## config.mk

```make
export PLATFORM = sky130hd
export DESIGN_NAME = mac_tx_gmii
export DESIGN_NICKNAME = d
export VERILOG_FILES = /design/src/common/mac_tx_pkg.sv /design/src/verilog/crc32_8023.sv /design/src/verilog/mac_tx_emit.sv /design/src/ptp/ptp_tx_parser.sv /design/src/ptp/ptp_cf_rewrite.sv /design/src/fetch/mac_tx_fetch.sv /design/src/verilog/mac_tx_gmii.sv
export SDC_FILE = /design/constraint.sdc
export NUM_CORES = 1
export LEC_CHECK = 0
export BUFFER_PORTS_ARGS = -buffer_cell sky130_fd_sc_hd__clkbuf_2
export CORE_MARGIN = 5
export CORE_UTILIZATION = 50
export CTS_CLUSTER_SIZE = 12
export DETAILED_ROUTE_END_ITERATION = 10
export MAX_ROUTING_LAYER = met4
export PLACE_DENSITY = 0.72
export REMOVE_ABC_BUFFERS = 1
export SYNTH_ARGS = -nofsm -noshare
export SYNTH_HDL_FRONTEND = slang
export SYNTH_SLANG_ARGS = --single-unit
```

## constraint.sdc

```tcl
create_clock -name tx_master_clk -period 15.2 [get_ports tx_master_clk]
set_clock_uncertainty 0.05 [all_clocks]
set_input_delay 2.28 -clock tx_master_clk [delete_from_list [all_inputs] [get_ports tx_master_clk]]
set_output_delay 2.28 -clock tx_master_clk [all_outputs]
set_load 0.1 [all_outputs]
```

## src/common/mac_tx_pkg.sv

```systemverilog
`default_nettype none

package mac_tx_pkg;

    ////////////////////////////////////////
    // vector types
    ////////////////////////////////////////
    typedef logic [7:0]  byte_t;       // frame or gmii byte
    typedef logic [10:0] frame_len_t;  // length without preamble and fcs
    typedef logic [10:0] byte_idx_t;   // 0 at first destination byte
    typedef logic [15:0] ptr_word_t;
    typedef logic [31:0] ns_t;
    typedef logic [47:0] cf_hi_t;      // upper 48 bits of correctionField

    // one fetched byte with its framing
    typedef struct packed {
        logic      valid;
        logic      last;
        byte_idx_t idx;
        byte_t     data;
    } tx_stream_t;

    ////////////////////////////////////////
    // ptp layout, byte offsets from the DA
    ////////////////////////////////////////
    localparam byte_t     PTP_ETYPE_HI  = 8'h88;
    localparam byte_t     PTP_ETYPE_LO  = 8'hf7;
    localparam byte_idx_t IDX_ETYPE     = 11'd12;  // lo byte at 13
    localparam byte_idx_t IDX_MSGTYPE   = 11'd14;
    localparam logic [3:0] PTP_TYPE_SYNC = 4'h0;
    localparam logic [3:0] PTP_TYPE_FLUP = 4'h8;
    localparam byte_idx_t IDX_CF_FIRST  = 11'd22;
    localparam byte_idx_t IDX_CF_LAST   = 11'd27;
    localparam byte_idx_t IDX_TS_FIRST  = 11'd54;  // originTimestamp ns, msb first
    localparam byte_idx_t IDX_TS_LAST   = 11'd57;

    // framing on the wire
    localparam byte_t PREAMBLE_BYTE = 8'h55;
    localparam byte_t SFD_BYTE      = 8'hd5;
    localparam int    PREAMBLE_LEN  = 8;     // sfd included
    localparam int    CRC_LEN       = 4;
    localparam int    IFG_CYCLES    = 12;
    localparam int    MIN_FRAME_LEN = 60;
    localparam int    BUF_DEPTH     = 8;     // cf rewrite delay line

    localparam logic [31:0] CRC_POLY_REFL = 32'hedb8_8320;  // 0x04c11db7 reversed
    localparam logic [31:0] CRC_INIT      = 32'hffff_ffff;

    typedef enum logic [2:0] {
        F_IDLE, F_PTR_RD, F_PTR_USE, F_DATA, F_WAIT_EMIT
    } fetch_state_e;

    typedef enum logic [2:0] {
        E_IDLE, E_PREAMBLE, E_FRAME, E_CRC, E_GAP
    } emit_state_e;

endpackage

`default_nettype wire

```

## src/verilog/crc32_8023.sv

```systemverilog
`timescale 1ns/1ns
`default_nettype none

module crc32_8023 (
    input  logic              tx_master_clk,
    input  logic              rstn_mac,
    input  logic              load_init,
    input  logic              calc,
    input  logic              d_valid,
    input  mac_tx_pkg::byte_t d,
    output mac_tx_pkg::byte_t crc_byte
);
    import mac_tx_pkg::*;

    logic [31:0] crc_q;

    // one byte of the reflected crc, lsb first
    function automatic logic [31:0] crc_step(input logic [31:0] c, input byte_t b);
        logic [31:0] r;
        r = c ^ {24'h0, b};
        for (int i = 0; i < 8; i++) begin
            r = r[0] ? ((r >> 1) ^ CRC_POLY_REFL) : (r >> 1);
        end
        return r;
    endfunction

    always_ff @(posedge tx_master_clk or negedge rstn_mac) begin
        if (!rstn_mac) begin
            crc_q <= CRC_INIT;
        end else if (load_init) begin
            crc_q <= CRC_INIT;
        end else if (d_valid) begin
            if (calc) begin
                crc_q <= crc_step(crc_q, d);
            end else begin
                crc_q <= {8'hff, crc_q[31:8]};   // shift out, next byte low
            end
        end
    end

    assign crc_byte = ~crc_q[7:0];   // fcs is the complement

endmodule

`default_nettype wire

```

## src/verilog/mac_tx_emit.sv

```systemverilog
`timescale 1ns/1ns
`default_nettype none

module mac_tx_emit (
    input  logic                   tx_master_clk,
    input  logic                   rstn_mac,
    input  mac_tx_pkg::tx_stream_t buf_stream,
    input  logic                   frame_start,
    output logic                   emit_busy,
    output logic                   gtx_dv,
    output mac_tx_pkg::byte_t      gtx_d
);
    import mac_tx_pkg::*;

    emit_state_e state;
    logic [3:0]  cnt;          // preamble, crc and gap count
    logic        crc_init;
    logic        crc_calc;
    logic        crc_dv;
    byte_t       crc_byte;

    assign emit_busy = (state != E_IDLE);

    // crc runs over buffered bytes then shifts out
    assign crc_init = (state == E_IDLE) && frame_start;
    assign crc_calc = (state == E_FRAME);
    assign crc_dv   = ((state == E_FRAME) && buf_stream.valid) || (state == E_CRC);

    ////////////////////////////////////////
    // output sequencer
    ////////////////////////////////////////
    always_ff @(posedge tx_master_clk or negedge rstn_mac) begin
        if (!rstn_mac) begin
            state  <= E_IDLE;
            cnt    <= '0;
            gtx_dv <= 1'b0;
            gtx_d  <= '0;
        end else begin
            cnt <= cnt + 1'b1;
            case (state)
                E_IDLE: begin
                    // first preamble byte leaves right away
                    gtx_dv <= frame_start;
                    gtx_d  <= frame_start ? PREAMBLE_BYTE : 8'h00;
                    cnt    <= 4'd1;
                    if (frame_start) begin
                        state <= E_PREAMBLE;
                    end
                end
                E_PREAMBLE: begin
                    gtx_d <= (cnt == PREAMBLE_LEN - 1) ? SFD_BYTE : PREAMBLE_BYTE;
                    if (cnt == PREAMBLE_LEN - 1) begin
                        state <= E_FRAME;   // first buffered byte is due
                    end
                end
                E_FRAME: begin
                    gtx_d <= buf_stream.data;
                    cnt   <= '0;
                    if (buf_stream.last) begin
                        state <= E_CRC;
                    end
                end
                E_CRC: begin
                    gtx_d <= crc_byte;
                    if (cnt == CRC_LEN - 1) begin
                        state <= E_GAP;
                        cnt   <= '0;
                    end
                end
                E_GAP: begin
                    gtx_dv <= 1'b0;
                    gtx_d  <= 8'h00;
                    if (cnt == IFG_CYCLES - 1) begin
                        state <= E_IDLE;
                    end
                end
                default: state <= E_IDLE;
            endcase
        end
    end

    crc32_8023 u_crc (
        .tx_master_clk (tx_master_clk),
        .rstn_mac      (rstn_mac),
        .load_init     (crc_init),
        .calc          (crc_calc),
        .d_valid       (crc_dv),
        .d             (buf_stream.data),
        .crc_byte      (crc_byte)
    );

    // no new frame may arrive while the gap runs
    a_gap_quiet: assert property (@(posedge tx_master_clk) disable iff (!rstn_mac)
        (state == E_GAP) |-> !frame_start);

endmodule

`default_nettype wire

```

## src/ptp/ptp_tx_parser.sv

```systemverilog
`timescale 1ns/1ns
`default_nettype none

module ptp_tx_parser (
    input  logic                   tx_master_clk,
    input  logic                   rstn_mac,
    input  mac_tx_pkg::tx_stream_t fetch_stream,
    input  mac_tx_pkg::ns_t        counter_ns,
    output logic                   cf_rewrite_en,
    output mac_tx_pkg::ns_t        sync_delay
);
    import mac_tx_pkg::*;

    logic etype_hi;     // 0x88 seen at IDX_ETYPE
    logic is_ptp;
    logic is_sync;
    ns_t  t_now;        // local time when the timestamp field passes
    ns_t  t_origin;     // originTimestamp ns from the frame

    ////////////////////////////////////////
    // header match at fixed offsets
    ////////////////////////////////////////
    always_ff @(posedge tx_master_clk or negedge rstn_mac) begin
        if (!rstn_mac) begin
            etype_hi      <= 1'b0;
            is_ptp        <= 1'b0;
            is_sync       <= 1'b0;
            cf_rewrite_en <= 1'b0;
            sync_delay    <= '0;
        end else if (fetch_stream.valid) begin
            case (fetch_stream.idx)
                IDX_ETYPE: begin
                    etype_hi <= (fetch_stream.data == PTP_ETYPE_HI);
                end
                IDX_ETYPE + 1'b1: begin
                    is_ptp <= etype_hi && (fetch_stream.data == PTP_ETYPE_LO);
                end
                IDX_MSGTYPE: begin
                    is_sync       <= is_ptp && (fetch_stream.data[3:0] == PTP_TYPE_SYNC);
                    cf_rewrite_en <= is_ptp && (fetch_stream.data[3:0] == PTP_TYPE_FLUP);
                end
                default: ;
            endcase
            if (fetch_stream.last) begin
                if (is_sync) begin
                    sync_delay <= t_now - t_origin;   // wraps mod 2^32
                end
                is_sync       <= 1'b0;
                cf_rewrite_en <= 1'b0;
            end
        end
    end

    // timestamp capture, sync frames only
    always_ff @(posedge tx_master_clk) begin
        if (fetch_stream.valid && is_sync) begin
            if (fetch_stream.idx == IDX_TS_FIRST) begin
                t_now <= counter_ns;
            end
            if (fetch_stream.idx >= IDX_TS_FIRST && fetch_stream.idx <= IDX_TS_LAST) begin
                t_origin <= {t_origin[23:0], fetch_stream.data};  // msb first
            end
        end
    end

endmodule

`default_nettype wire

```

## src/ptp/ptp_cf_rewrite.sv

```systemverilog
`timescale 1ns/1ns
`default_nettype none

module ptp_cf_rewrite (
    input  logic                   tx_master_clk,
    input  logic                   rstn_mac,
    input  mac_tx_pkg::tx_stream_t fetch_stream,
    input  logic                   cf_rewrite_en,
    input  mac_tx_pkg::ns_t        sync_delay,
    output mac_tx_pkg::tx_stream_t buf_stream
);
    import mac_tx_pkg::*;

    tx_stream_t line [BUF_DEPTH];   // line[0] newest
    tx_stream_t line_out;
    cf_hi_t     cf_sum;             // corrected field, msb first
    cf_hi_t     cf_shift;
    logic [2:0] cf_sel;
    logic       cf_act;             // sum pending for the byte at the output
    logic       in_cf;

    assign line_out = line[BUF_DEPTH-1];

    always_ff @(posedge tx_master_clk or negedge rstn_mac) begin
        if (!rstn_mac) begin
            for (int i = 0; i < BUF_DEPTH; i++) begin
                line[i] <= '0;
            end
            cf_act <= 1'b0;
        end else begin
            line[0] <= fetch_stream;
            for (int i = 1; i < BUF_DEPTH; i++) begin
                line[i] <= line[i-1];
            end
            if (fetch_stream.valid && cf_rewrite_en && fetch_stream.idx == IDX_CF_LAST) begin
                cf_act <= 1'b1;
            end else if (line_out.valid && line_out.last) begin
                cf_act <= 1'b0;
            end
        end
    end

    // bytes 22..26 sit in line[4..0] while 27 comes in
    always_ff @(posedge tx_master_clk) begin
        if (fetch_stream.valid && fetch_stream.idx == IDX_CF_LAST) begin
            cf_sum <= {line[4].data, line[3].data, line[2].data,
                       line[1].data, line[0].data, fetch_stream.data}
                      + cf_hi_t'(sync_delay);
        end
    end

    ////////////////////////////////////////
    // byte substitution at the output
    ////////////////////////////////////////
    assign cf_sel   = 3'(IDX_CF_LAST - line_out.idx);   // 0 for the lsb
    assign cf_shift = cf_sum >> {cf_sel, 3'b000};
    assign in_cf    = cf_act && (line_out.idx >= IDX_CF_FIRST) && (line_out.idx <= IDX_CF_LAST);

    always_comb begin
        buf_stream = line_out;
        if (in_cf) begin
            buf_stream.data = cf_shift[7:0];
        end
    end

endmodule

`default_nettype wire

```

## src/fetch/mac_tx_fetch.sv

```systemverilog
`timescale 1ns/1ns
`default_nettype none

module mac_tx_fetch (
    input  logic                   tx_master_clk,
    input  logic                   rstn_mac,
    output logic                   ptr_fifo_rd,
    output logic                   tptr_fifo_rd,
    output logic                   data_fifo_rd,
    output logic                   tdata_fifo_rd,
    input  mac_tx_pkg::ptr_word_t  ptr_fifo_din,
    input  mac_tx_pkg::ptr_word_t  tptr_fifo_din,
    input  logic                   ptr_fifo_empty,
    input  logic                   tptr_fifo_empty,
    input  mac_tx_pkg::byte_t      data_fifo_din,
    input  mac_tx_pkg::byte_t      tdata_fifo_din,
    input  logic                   emit_busy,
    output mac_tx_pkg::tx_stream_t fetch_stream
);
    import mac_tx_pkg::*;

    fetch_state_e state, state_next;
    logic         sel_tt;       // 1 = time-triggered queue
    frame_len_t   len;
    byte_idx_t    rd_idx;       // index of the byte being read
    logic         rd_last;
    ptr_word_t    ptr_word;
    logic         strm_valid;
    logic         strm_last;
    byte_idx_t    strm_idx;

    assign ptr_word = sel_tt ? tptr_fifo_din : ptr_fifo_din;
    assign rd_last  = (rd_idx == byte_idx_t'(len - 1'b1));

    ////////////////////////////////////////
    // frame sequencer
    ////////////////////////////////////////
    always_comb begin
        state_next = state;
        case (state)
            F_IDLE: begin
                if (!emit_busy && (!ptr_fifo_empty || !tptr_fifo_empty)) begin
                    state_next = F_PTR_RD;
                end
            end
            F_PTR_RD:    state_next = F_PTR_USE;
            F_PTR_USE:   state_next = F_DATA;     // pointer word on din now
            F_DATA:      state_next = rd_last ? F_WAIT_EMIT : F_DATA;
            F_WAIT_EMIT: state_next = emit_busy ? F_IDLE : F_WAIT_EMIT;
            default:     state_next = F_IDLE;
        endcase
    end

    always_ff @(posedge tx_master_clk or negedge rstn_mac) begin
        if (!rstn_mac) begin
            state      <= F_IDLE;
            sel_tt     <= 1'b0;
            len        <= '0;
            rd_idx     <= '0;
            strm_valid <= 1'b0;
            strm_last  <= 1'b0;
            strm_idx   <= '0;
        end else begin
            state <= state_next;
            if (state == F_IDLE) begin
                sel_tt <= !tptr_fifo_empty;    // tt queue always wins
                rd_idx <= '0;
            end
            if (state == F_PTR_USE) begin
                len <= ptr_word[10:0];
            end
            if (state == F_DATA) begin
                rd_idx <= rd_idx + 1'b1;
            end
            // byte shows up one cycle after its read
            strm_valid <= data_fifo_rd || tdata_fifo_rd;
            strm_last  <= (state == F_DATA) && rd_last;
            strm_idx   <= rd_idx;
        end
    end

    assign ptr_fifo_rd   = (state == F_PTR_RD) && !sel_tt;
    assign tptr_fifo_rd  = (state == F_PTR_RD) && sel_tt;
    assign data_fifo_rd  = (state == F_DATA) && !sel_tt;
    assign tdata_fifo_rd = (state == F_DATA) && sel_tt;

    assign fetch_stream = '{
        valid: strm_valid,
        last:  strm_last,
        idx:   strm_idx,
        data:  sel_tt ? tdata_fifo_din : data_fifo_din
    };

    // the latched queue choice must point at a queue that holds a frame
    a_ptr_rd_not_empty: assert property (@(posedge tx_master_clk) disable iff (!rstn_mac)
        !(ptr_fifo_rd && ptr_fifo_empty) && !(tptr_fifo_rd && tptr_fifo_empty));

    a_rd_within_len: assert property (@(posedge tx_master_clk) disable iff (!rstn_mac)
        (data_fifo_rd || tdata_fifo_rd) |-> (rd_idx < len));

endmodule

`default_nettype wire

```

## src/verilog/mac_tx_gmii.sv

```systemverilog
`timescale 1ns/1ns
`default_nettype none

module mac_tx_gmii (
    input  logic                  tx_master_clk,
    input  logic                  rstn_mac,
    // normal queue
    output logic                  ptr_fifo_rd,
    input  mac_tx_pkg::ptr_word_t ptr_fifo_din,
    input  logic                  ptr_fifo_empty,
    output logic                  data_fifo_rd,
    input  mac_tx_pkg::byte_t     data_fifo_din,
    input  logic                  data_fifo_empty,   // store and forward, not needed
    // time-triggered queue
    output logic                  tptr_fifo_rd,
    input  mac_tx_pkg::ptr_word_t tptr_fifo_din,
    input  logic                  tptr_fifo_empty,
    output logic                  tdata_fifo_rd,
    input  mac_tx_pkg::byte_t     tdata_fifo_din,
    input  logic                  tdata_fifo_empty,
    // 1588
    input  mac_tx_pkg::ns_t       counter_ns,
    output mac_tx_pkg::ns_t       sync_delay,
    // gmii
    output logic                  gtx_dv,
    output mac_tx_pkg::byte_t     gtx_d
);
    import mac_tx_pkg::*;

    tx_stream_t fetch_stream;   // straight from the fifos
    tx_stream_t buf_stream;     // 8 bytes later, cf patched
    logic       cf_rewrite_en;
    logic       emit_busy;

    mac_tx_fetch u_fetch (
        .tx_master_clk   (tx_master_clk),
        .rstn_mac        (rstn_mac),
        .ptr_fifo_rd     (ptr_fifo_rd),
        .tptr_fifo_rd    (tptr_fifo_rd),
        .data_fifo_rd    (data_fifo_rd),
        .tdata_fifo_rd   (tdata_fifo_rd),
        .ptr_fifo_din    (ptr_fifo_din),
        .tptr_fifo_din   (tptr_fifo_din),
        .ptr_fifo_empty  (ptr_fifo_empty),
        .tptr_fifo_empty (tptr_fifo_empty),
        .data_fifo_din   (data_fifo_din),
        .tdata_fifo_din  (tdata_fifo_din),
        .emit_busy       (emit_busy),
        .fetch_stream    (fetch_stream)
    );

    ptp_tx_parser u_parser (
        .tx_master_clk (tx_master_clk),
        .rstn_mac      (rstn_mac),
        .fetch_stream  (fetch_stream),
        .counter_ns    (counter_ns),
        .cf_rewrite_en (cf_rewrite_en),
        .sync_delay    (sync_delay)
    );

    ptp_cf_rewrite u_cf_rewrite (
        .tx_master_clk (tx_master_clk),
        .rstn_mac      (rstn_mac),
        .fetch_stream  (fetch_stream),
        .cf_rewrite_en (cf_rewrite_en),
        .sync_delay    (sync_delay),
        .buf_stream    (buf_stream)
    );

    mac_tx_emit u_emit (
        .tx_master_clk (tx_master_clk),
        .rstn_mac      (rstn_mac),
        .buf_stream    (buf_stream),
        .frame_start   (fetch_stream.valid),
        .emit_busy     (emit_busy),
        .gtx_dv        (gtx_dv),
        .gtx_d         (gtx_d)
    );

endmodule

`default_nettype wire

```

Word-level counts from Yosys, hierarchy flattened --
Cells that the tools add are included.
Word-level totals: bits in registers 404, bits of input ports 86, logic and storage cells 181
Operators by class: add/subtract/negate cells 6, $lt $le $gt $ge 4, equal/unequal tests 26, shifts and indexed selects 1, multiplexer cells 38, bitwise operators 10, reductions and logical operators 43
Operator list (count):
- two-way mux 32 bit | 11
- NOT 13 -> 14 bit | 8
- adder 48 x 32 -> 48 bit | 1
- >> shifter 48 x 6 -> 8 bit | 1
- case mux 8 bit (5 select lines) | 1
- equality test 11 x 4 -> 1 bit (second input constant) | 3
- two-way mux 11 bit | 3
- subtractor 32 bit | 1
- bitwise XOR 32 x 8 -> 32 bit | 1
- case mux 3 bit (5 select lines) | 2
- two-way mux 3 bit | 8
- two-way mux 8 bit | 3
- logical AND 1 bit | 19
- equality test 8 bit (second input constant) | 2
- equality test 3 x 2 -> 1 bit (second input constant) | 4
- case mux 4 bit (3 select lines) | 1
- adder 11 x 1 -> 11 bit (second input constant) | 1
- equality test 11 bit | 1
- equality test 11 x 5 -> 1 bit (second input constant) | 1
- equality test 11 x 6 -> 1 bit (second input constant) | 1
- >= comparator 11 x 5 -> 1 bit (second input constant) | 1
- >= comparator 11 x 6 -> 1 bit (second input constant) | 1
- less-or-equal comparator 11 x 5 -> 1 bit (second input constant) | 1
- less-or-equal comparator 11 x 6 -> 1 bit (second input constant) | 1
- 25 further kinds | 51

Logic depth before layout (Yosys ltp) --
Gate-level depths: netlist (run 1).
word-level depth 24, mapped depth 15, gate-level depth less buffers 13

Cells and area by module --
Synthesis (run 1) repeated with hierarchy kept, for this count alone.
Unflattened totals: cell total of the unflattened synthesis 1587, area total of the unflattened synthesis 18845.6 um^2
By module, submodules not included:
- ptp_cf_rewrite | times used 1, cells each 575, area an instance 8271.7 um^2
- ptp_tx_parser | times used 1, cells each 505, area an instance 5337.6 um^2
- crc32_8023 | times used 1, cells each 209, area an instance 2257.2 um^2
- mac_tx_fetch | times used 1, cells each 209, area an instance 2074.5 um^2
- mac_tx_emit | times used 1, cells each 89, area an instance 904.6 um^2

Least setup slack after synthesis (run 1) --
OpenSTA, ideal clock, no wires.
kind reg2out, from reg u_fetch.sel_tt, to out ptr_fifo_rd, arrival 4.032 ns, data required time 12.870 ns, setup slack 8.838 ns, cell stages (with the launch flop) 5, path through dfrtp_1 > clkbuf_1 > clkbuf_1 > buf_1 > nor4_1
Between the ends: longest elaborated chain between the ends 2
Ends and longest elaborated chain:
- from (decl) | line mac_tx_fetch.sv:23 | logic sel_tt;
- from (signal assigned) | line mac_tx_fetch.sv:66 | sel_tt <= !tptr_fifo_empty;
- logical NOT 1 bit | line mac_tx_fetch.sv:82 | assign ptr_fifo_rd = (state == F_PTR_RD) && !sel_tt;
- logical AND 1 bit | line mac_tx_fetch.sv:82
- to (decl) | line mac_tx_gmii.sv:8 | output logic ptr_fifo_rd,
Every way passes these cells.

==> results of run 1 <==
cells by family (layout without fill, tap and decap cells):
| group | count (synthesis) | after routing | synth area share [%] |
|---|---|---|---|
| multiplexers | 46 | 46 | 2.57 |
| XOR/XNOR | 145 | 145 | 7.78 |
| AO/OA/AOI/OAI | 353 | 353 | 12.1 |
| flip-flops | 404 | 404 | 59.0 |
| adder cells (fa/ha/maj) | 68 | 68 | 4.77 |
| buffers and inverters | 104 | 268 | 2.40 |
| AND/OR/NAND/NOR | 422 | 422 | 11.4 |
sequential cells by signal, indices dropped and copies added (netlist names), 11 cells and up:
name,flops
u_parser.t_origin,32
u_fetch.len,11
u_fetch.strm_idx,11
u_emit.u_crc.crc_q,32
u_cf_rewrite.line,155
u_cf_rewrite.cf_sum,48
u_parser.sync_delay,32
u_cf_rewrite.buf_stream,13
u_parser.t_now,32
u_fetch.rd_idx,11
area by class of cell:
class | instances | area, µm² | share of cell area, %
Sequential cell | 404 | 10700 | 51.7
Multi-Input combinational cell | 1034 | 7050 | 34.0
Clock buffer | 64 | 1220 | 5.87
Timing Repair Buffer | 125 | 666 | 3.21
Tap cell | 461 | 577 | 2.78
Clock inverter | 16 | 260 | 1.26
Inverter | 63 | 236 | 1.14
worst max-delay path, delay by kind of cell:
kind,cells,cell delay (ps)
compound gates,4,930
xor+xnor,1,180
fa+ha+maj,1,330
buf+inv,2,290
mux,1,440
simple gates,4,1210
report_power, final:
part	internal [mW]	total (mW)	switching (mW)
clock	0.646	1.07	0.428
sequential	1.35	1.52	0.167
combinational	0.447	1.19	0.742
cell usage in the layout (no fill, tap or decap), types with 6 or more instances in the layout:
master     synthesis  layout
a21boi_0           8       8
nand2_1          114     114
and2_1             6       6
dfrtp_1          260     260
xor2_1            45      45
edfxtp_1         112     112
clkbuf_16          0      44
and3_1            14      14
o31ai_1           11      11
o21ai_0           94      94
clkbuf_2           1     117
dfstp_2           32      32
xnor2_1           88      88
nand4_1           13      13
nand2b_1          19      19
nand3b_1           6       6
nor3b_1            8       7
nor2b_1           16      16
ha_1              66      66
buf_4              0       6
o22ai_1            8       8
inv_1             61      61
o31a_1             6       6
nand3_1           34      33
o211a_1            6       6
a21o_1            30      30
a31oi_1            9       9
o21bai_1           6       6
o21a_1            13      13
a21oi_1          117     116
nor3_1            15      14
a211oi_1           8       8
nor2_1           139     138
or3_1              7       7
mux2i_1           41      41
nor4_1             7       7
clkbuf_1          31      16
cell usage after synthesis (7+ instances only):
master	number
dfrtp_1	260
nor2_1	139
a21oi_1	117
nand2_1	114
edfxtp_1	112
o21ai_0	94
xnor2_1	88
ha_1	66
inv_1	61
xor2_1	45
mux2i_1	41
nand3_1	34
dfstp_2	32
clkbuf_1	31
a21o_1	30
nand2b_1	19
nor2b_1	16
nor3_1	15
and3_1	14
nand4_1	13
o21a_1	13
o31ai_1	11
a31oi_1	9
a211oi_1	8
a21boi_0	8
nor3b_1	8
o22ai_1	8
nor4_1	7
or3_1	7
metal layers:
metal  up-vias  wire (µm)
met2       255      18400
met4         0        870
met3        60       1690
met5         -          0
met1      5768      16900
li1       5715          -
metrics by stage:
step	util (%)	setup WS, ps	instance area [µm²]
2_1_floorplan	-	9160	18000
3_3_place_gp	53.8	9310	19200
3_5_place_dp	53.8	9210	19200
4_1_cts	57.9	9800	20700
5_1_grt	57.9	9500	20700
6_report	57.9	9790	20700
worst min path at each step:
stage	slack, ps	to	startpoint
after floorplan	280	u_cf_rewrite.buf_stream[10]$_DFF_PN0_	u_cf_rewrite.line[31]$_DFF_PN0_
after global placement	280	u_cf_rewrite.line[83]$_DFF_PN0_	u_cf_rewrite.line[104]$_DFF_PN0_
after detailed placement	280	u_cf_rewrite.line[136]$_DFF_PN0_	u_cf_rewrite.line[157]$_DFF_PN0_
after CTS	290	u_cf_rewrite.line[136]$_DFF_PN0_	u_cf_rewrite.line[157]$_DFF_PN0_
after global routing	300	u_cf_rewrite.line[136]$_DFF_PN0_	u_cf_rewrite.line[157]$_DFF_PN0_
final	290	u_cf_rewrite.line[136]$_DFF_PN0_	u_cf_rewrite.line[157]$_DFF_PN0_
==> flow_summary.toml, run 1 <==
[run_status]
status = "completed"

[power]
p_leak_nw = 9.20
p_total_mw = 3.78
pwr_density_cell_mw_per_mm2 = 183
ir_drop_v = 0.000196

[die]
boundaryPins = 131
initial_core_util_pct = 50.8
coreArea_mm2 = 0.0357
dieArea_mm2 = 0.0402
rows = 69
die_w_um = 201
die_h_um = 201

[routing]
wl_mm = 37.8
first_pass_iters = 4
wl_per_cell_um = 17.5
initialDrtViolationCount = 554
drc_errors = 0
viasPerCell = 5.44
num_vias = 11800
ant_nets = 0

[finish]
layout-drive-gt1-share_pct = 15.3
area_delta_synth_final_pct = 14.1
final_cells = 2167
fin_nets = 1826
antenna_cells = 0
fillCellCount = 2973

[clock_tree]
postCtsSetupRepairBufs = 0
clk_pin_slew_ps = 60
cts_tree = "built"
clock-root-buffer = "clkbuf_16"
h-tree-depth = 2
cts_resized = 0
cts_sinks = 404
clockBufferDepth = 3
hold_buffers = 0
clkLatencyLatePin_ps = 570
cts_buffers = 44

[sta]
final.min_clock_period_ps = 5410
setup_viol = 0
maxSlewViolCount = 0
tightest_slew_ps = 1130
finalHoldViolCount = 0
max-slew-margin-rel_pct = 24.2
tns_ps = 0
rsz0062_at_grt = "false"
hold_slack_ps = 292
clock.fmax_mhz = 185
fin_crit_sh_pct = 35.6

[grt]
grt.total_usage_pct = 19.3
use_met3_pct = 3.23
grt_max_degree = 175
grt-busiest-layer = "met2"
gr-usage-met2_pct = 31.4
grt_pass1_vias = 12100
met1_usage_pct = 25.4
grt_antenna_before_repair = 0
grt_pass1_wl_mm = 62.3
gr-total-overflow = 0

[setup_path]
cp-startpoint = "tdata_fifo_din[1]"
crit_end = "u_cf_rewrite.cf_sum[39]$_DFFE_PP_"
startpoint_type = "input port"
end_kind = "register"
crit_required_ps = 15440
reg2regPathDepth = 12
rrSetupSlack_ps = 10890
critPathMaxFanout = 8
worstReg2RegStart = "u_fetch.sel_tt$_DFFE_PN0P_"
arrival_ps = 5650
critPathMaxStageDelay_ps = 470
crit_type = "in2reg"
slowest_stage = "nor4bb_1"
reg2reg_to = "u_cf_rewrite.cf_sum[39]$_DFFE_PP_"
worstPathCellList = "clkbuf_2, mux2i_1, inv_1, ha_1, a21oi_1, nor2_1, nor4bb_1, o31a_1, o21ai_0, nand4b_1, nand4_1, a21boi_0, xor2_1"

[synthesis]
synth_cell_types = 82
avgSynthCellArea_um2 = 11.8
async_flop_share_pct = 72.3
yosys-top-cells-area = "dfrtp_1 (36%), edfxtp_1 (19%), dfstp_2 (4.6%)"
netlist.area_leader.share_pct = 35.8
synthCells = 1542
yosysTopAreaCell = "dfrtp_1"
ys.flop_type = "dfrtp_1"
synth-seq-cells = 404
ys_warn_count = 0
netlist_area_mm2 = 0.0182
ys_seq_area_share_pct = 59.0
synth_edf_count = 112

[place]
gp_congestion = 0.899
dp_hpwl_mm = 27.0
dp_cells = 2087
portBuffers = 118

[min_path]
hold_path_depth = 0
hold_path.class = "reg2reg"

[flow_run]
drv_cap = 0
No activity file was read; power rests on OpenSTA's default activity.
==> inputs of run 2 (changes only) <==
Settings changed: ABC_AREA from default to 1.
Clock period 15.2 ns to 5.1 ns, I/O delays scaled along.
==> run 2 against run 1 <==
  * Wire length up 18%
  * Sequential share of layout area down 2.4 points
  * Clock-buffer cell count down 1
  * Critical endpoint is now u_cf_rewrite.cf_sum[47]$_DFFE_PP_
  * Largest power group is now combinational logic
==> flow_summary.toml, run 2 <==
[run_status]
status = "completed"

[sta]
tns_ps = 0
max-slew-margin-rel_pct = 24.4
rsz0062_at_grt = "false"
hold_slack_ps = 224
layout_setup_ws_ps = 843
tightest_slew_ps = 1130
fin_crit_sh_pct = 83.5
final.min_clock_period_ps = 4260
setup_viol = 0
clock.fmax_mhz = 235
maxSlewViolCount = 0
finalHoldViolCount = 0

[clock_tree]
clockBufferDepth = 3
hold_buffers = 0
clock-root-buffer = "clkbuf_16"
cts_tree = "built"
clk_pin_slew_ps = 60
postCtsSetupRepairBufs = 0
h-tree-depth = 2
cts_sinks = 404
cts_buffers = 43
clkLatencyLatePin_ps = 560
cts_resized = 0

[power]
ir_drop_v = 0.000506
pwr_density_cell_mw_per_mm2 = 634
p_leak_nw = 10.3
p_total_mw = 13.8

[grt]
grt_max_degree = 121
grt_pass1_vias = 14100
grt_antenna_before_repair = 0
grt.total_usage_pct = 22.2
use_met3_pct = 3.42
grt_pass1_wl_mm = 72.6
gr-usage-met2_pct = 35.1
met1_usage_pct = 29.9
gr-total-overflow = 0
grt-busiest-layer = "met2"

[routing]
wl_per_cell_um = 16.5
viasPerCell = 5.30
drc_errors = 0
initialDrtViolationCount = 1095
ant_nets = 0
wl_mm = 44.7
first_pass_iters = 7
num_vias = 14300

[setup_path]
startpoint_type = "register"
reg2regPathDepth = 14
cp-startpoint = "u_fetch.sel_tt$_DFFE_PN0P_"
path_depth = 14
slowest_stage = "o21ai_0"
end_kind = "register"
reg2reg_to = "u_cf_rewrite.cf_sum[47]$_DFFE_PP_"
critPathMaxFanout = 20
arrival_ps = 4510
crit_type = "reg2reg"
crit_end = "u_cf_rewrite.cf_sum[47]$_DFFE_PP_"
rrSetupSlack_ps = 840
worstPathCellList = "inv_1, or2_2, o21ai_0, inv_1, ha_1, nand2_1, o21ai_0, a21oi_1, o21ai_0, a21oi_1, o21bai_1, and2_1, nand2_1, xnor2_1"
path_buf_inv = 2
crit_top_cell = "o21ai_0"
cp_top_family = "compound AO/OA/AOI/OAI gates"
critPathMaxStageDelay_ps = 530
crit_required_ps = 5350
worstReg2RegStart = "u_fetch.sel_tt$_DFFE_PN0P_"

[synthesis]
avgSynthCellArea_um2 = 9.49
synth-seq-cells = 404
ys.flop_type = "dfrtp_1"
synth.most_common_cell = "nand2_1"
ys_warn_count = 0
netlist_area_mm2 = 0.0191
yosysTopAreaCell = "dfrtp_1"
async_flop_share_pct = 72.3
yosys-top-cells-count = "nand2_1 (413), dfrtp_1 (260), inv_1 (260)"
yosys-top-cells-area = "dfrtp_1 (34%), edfxtp_1 (18%), nand2_1 (8.1%)"
synth_cell_types = 60
ys_seq_area_share_pct = 56.0
synth_edf_count = 112
synthCells = 2014
netlist.area_leader.share_pct = 34.0

[die]
rows = 71
die_w_um = 206
dieArea_mm2 = 0.0423
boundaryPins = 131
die_h_um = 206
coreArea_mm2 = 0.0377
initial_core_util_pct = 50.8

[finish]
fillCellCount = 3256
layout-drive-gt1-share_pct = 13.7
reg.largest.list = "u_cf_rewrite.line: 155 flops, u_cf_rewrite.cf_sum: 48 flops"
layout_common_cells = "nand2_1 (413), inv_1 (260), dfrtp_1 (260)"
regMostFlops = "u_cf_rewrite.line"
fin_nets = 2316
final_util_pct = 57.7
final_cells = 2703
final_area_mm2 = 0.0217
layout_commonest_cell = "nand2_1"
antenna_cells = 0
largest_reg_flops = 155
area_delta_synth_final_pct = 13.7

[place]
dp_hpwl_mm = 33.1
place_ws_ps = 852
dpl_cell_area_mm2 = 0.0204
gp_congestion = 0.947
portBuffers = 118
dp_cells = 2628

[flow_run]
drv_cap = 0

[min_path]
hold_path.class = "in2async"
## run 2: cells by family (layout without fill, tap and decap cells)
group,Yosys count,after routing,share of synthesized area [%]
simple gates,808,808,18.4
flops,404,404,56.0
compound gates,328,328,9.80
buf+inv,296,474,5.97
xor+xnor,109,109,5.21
fa+ha+maj,68,68,4.53
mux,1,1,0.0524
## run 2: cell type report
type	count	area (µm²)	area share (%)
sequential	404	10700	49.3
multi-input combinational	1314	7290	33.5
clock buffer	63	1220	5.62
inverter	267	1000	4.61
timing repair buffer	132	718	3.30
tap	511	639	2.94
clock inverter	12	153	0.702
## run 2: how the worst min path moves through the flow
stage                                    startpoint                               endpoint  cells after the start
floorplan           u_cf_rewrite.line[31]$_DFF_PN0_  u_cf_rewrite.buf_stream[10]$_DFF_PN0_                      0
finish                                     rstn_mac        u_cf_rewrite.line[27]$_DFF_PN0_                      1
global route                               rstn_mac        u_cf_rewrite.line[27]$_DFF_PN0_                      1
detailed placement  u_cf_rewrite.line[33]$_DFF_PN0_  u_cf_rewrite.buf_stream[12]$_DFF_PN0_                      0
global placement    u_cf_rewrite.line[25]$_DFF_PN0_         u_cf_rewrite.line[4]$_DFF_PN0_                      0
CTS                                        rstn_mac        u_cf_rewrite.line[48]$_DFF_PN0_                      1
## run 2: report_power, final
group / switching [mW] / internal [mW]
clock network: 1.26 / 1.77
registers: 0.623 / 4.35
logic: 4.09 / 1.69
total: 5.97 / 7.82
## run 2: worst register-to-register path: stages, from the launching register on
cell and delay (ps):
dfrtp_1 500, inv_1 290, or2_2 350, o21ai_0 270, inv_1 200, ha_1 320, nand2_1 70, o21ai_0 280
a21oi_1 160, o21ai_0 530, a21oi_1 250, o21bai_1 340, and2_1 210, nand2_1 70, xnor2_1 120
## run 2: per-layer routing
layer	share of wire, %	wire, µm	vias to the layer above
met5	0	0	-
met1	44	19700	6801
met2	47	20800	477
met3	6.3	2820	98
met4	3.0	1350	0
li1	-	-	6943
==> inputs of run 3 (changes only) <==
Settings changed: ABC_AREA 1 to 0, PLACE_DENSITY 0.72 to 0.75.
Clock period 5.1 ns to 3.7 ns, I/O delays scaled along.
==> run 3 against run 2 <==
  * Via count is 15% lower
  * Largest power group is now registers
  * Non-clock buffer count is 27 higher
  * Maximum frequency is 21% higher
  * Design area is 3.6% lower
==> flow_summary.toml, run 3 (synthesized netlist as in run 1, its figures left out) <==
[run_status]
status = "completed"

[finish]
seq_area_mm2 = 0.0107
reg.largest.list = "u_cf_rewrite.line: 155 flops, u_cf_rewrite.cf_sum: 48 flops"
layout_commonest_cell = "dfrtp_1"
multi_input_area_mm2 = 0.00708
antenna_cells = 0
area_delta_synth_final_pct = 15.4
final_area_mm2 = 0.0209
layout_common_cells = "dfrtp_1 (259), nor2_1 (138), clkbuf_2 (117)"
largest_reg_flops = 155
fin_nets = 1860
final_util_pct = 58.6
fillCellCount = 2935
regMostFlops = "u_cf_rewrite.line"
layout-drive-gt1-share_pct = 17.2

[die]
dieArea_mm2 = 0.0402
die_w_um = 201
coreArea_mm2 = 0.0357
rows = 69
die_h_um = 201
boundaryPins = 131
initial_core_util_pct = 50.8

[setup_path]
crit_required_ps = 4140
arrival_ps = 3960
end_kind = "register"
crit_type = "reg2reg"
startpoint_type = "register"
critPathMaxFanout = 4

[grt]
grt_antenna_before_repair = 0
grt_max_degree = 83
grt.total_usage_pct = 19.7
grt_pass1_vias = 12400
gr-total-overflow = 0
grt_pass1_wl_mm = 63.6

[min_path]
hold_path.class = "in2reg"

[power]
p_leak_nw = 9.33
ir_drop_v = 0.000676
p_total_mw = 15.5
pwr_density_cell_mw_per_mm2 = 739

[sta]
clock.fmax_mhz = 284
final.min_clock_period_ps = 3520
tns_ps = 0
tightest_slew_ps = 1220
rsz0062_at_grt = "false"
finalHoldViolCount = 0
setup_viol = 0
max-slew-margin-rel_pct = 18.3
maxSlewViolCount = 0
fin_crit_sh_pct = 95.1
hold_slack_ps = 125

[clock_tree]
clkLatencyLatePin_ps = 550
cts_buffers = 44
clk_pin_slew_ps = 60
clock-root-buffer = "clkbuf_16"
cts_tree = "built"
cts_sinks = 404
h-tree-depth = 2
clockBufferDepth = 3

[routing]
wl_mm = 38.8
first_pass_iters = 5
wl_per_cell_um = 17.6
drc_errors = 0
viasPerCell = 5.51
num_vias = 12100
ant_nets = 0
initialDrtViolationCount = 582

[place]
dpl_cell_area_mm2 = 0.0195
dp_hpwl_mm = 27.9
gp_congestion = 0.940
portBuffers = 118

[flow_run]
drv_cap = 0
run 3: worst max-delay path, cell delays in order, from the launching register on:
cell       delay (ps)
edfxtp_1          420
ha_1              260
fa_1              430
nor2b_1           170
o31a_1            220
o31ai_1           130
a2111oi_0         480
buf_4             210
nor2_1             40
o21ai_1           260
a21boi_0          190
or4b_1            520
nand3_1            80
run 3: what timing repair did:
item / in CTS / in global routing
buffers inserted: 0 / 1
setup endpoints to repair: 4 / 21
hold endpoints to repair: 26 / 0
resized for setup: 2 / 8
pin swaps: 1 / 0
cloned: 0 / 0
hold buffers: 1 / 0
run 3: metrics by stage:
stage	instances	setup slack, ps
final	2198	180
after detailed placement	2119	-26.2
after floorplan	1501	-1380
after global placement	2119	-0.571
after CTS	2197	9.40
after global routing	2198	3.30
run 3: path summary, 6_finish.rpt:
| check | start | end | slack, ps | cells after the start |
|---|---|---|---|---|
| max | u_parser.t_origin[0]$_DFFE_PP_ | u_parser.sync_delay[26]$_DFFE_PN0P_ | 180 | 12 |
| min | counter_ns[7] | u_parser.t_now[7]$_DFFE_PP_ | 120 | 1 |
| max reg2reg | u_parser.t_origin[0]$_DFFE_PP_ | u_parser.sync_delay[26]$_DFFE_PN0P_ | 180 | 12 |
| min reg2reg | u_cf_rewrite.line[167]$_DFF_PN0_ | u_cf_rewrite.line[146]$_DFF_PN0_ | 300 | 0 |
| max in group asynchronous | rstn_mac | u_fetch.len[6]$_DFFE_PN0P_ | 2190 | 3 |
| min in group asynchronous | rstn_mac | u_emit.gtx_d[4]$_DFFE_PN0P_ | 580 | 2 |
run 3: metal layers:
| layer | part of all wire [%] | wire length (µm) | vias up | GRT usage, % |
|---|---|---|---|---|
| li1 | - | - | 5798 | - |
| met1 | 43 | 16600 | 5947 | 25.2 |
| met2 | 51 | 19700 | 310 | 33.9 |
| met3 | 4.4 | 1720 | 63 | 2.62 |
| met4 | 1.8 | 699 | 0 | 4.50 |
| met5 | 0 | 0 | - | - |
run 3: report_power, final:
| part | switching [mW] | internal, mW | leakage [nW] |
|---|---|---|---|
| Combinational | 3.11 | 1.97 | 4.06 |
| Clock | 1.73 | 2.42 | 0.675 |
| Sequential | 0.690 | 5.56 | 4.59 |
run 3: final cells by class:
class | count | share of cell area, %
Sequential cell | 404 | 51.1
Multi-Input combinational cell | 1034 | 33.8
Clock buffer | 63 | 5.94
Timing Repair Buffer | 159 | 4.59
Tap cell | 461 | 2.75
Inverter | 63 | 1.13
Clock inverter | 14 | 0.657
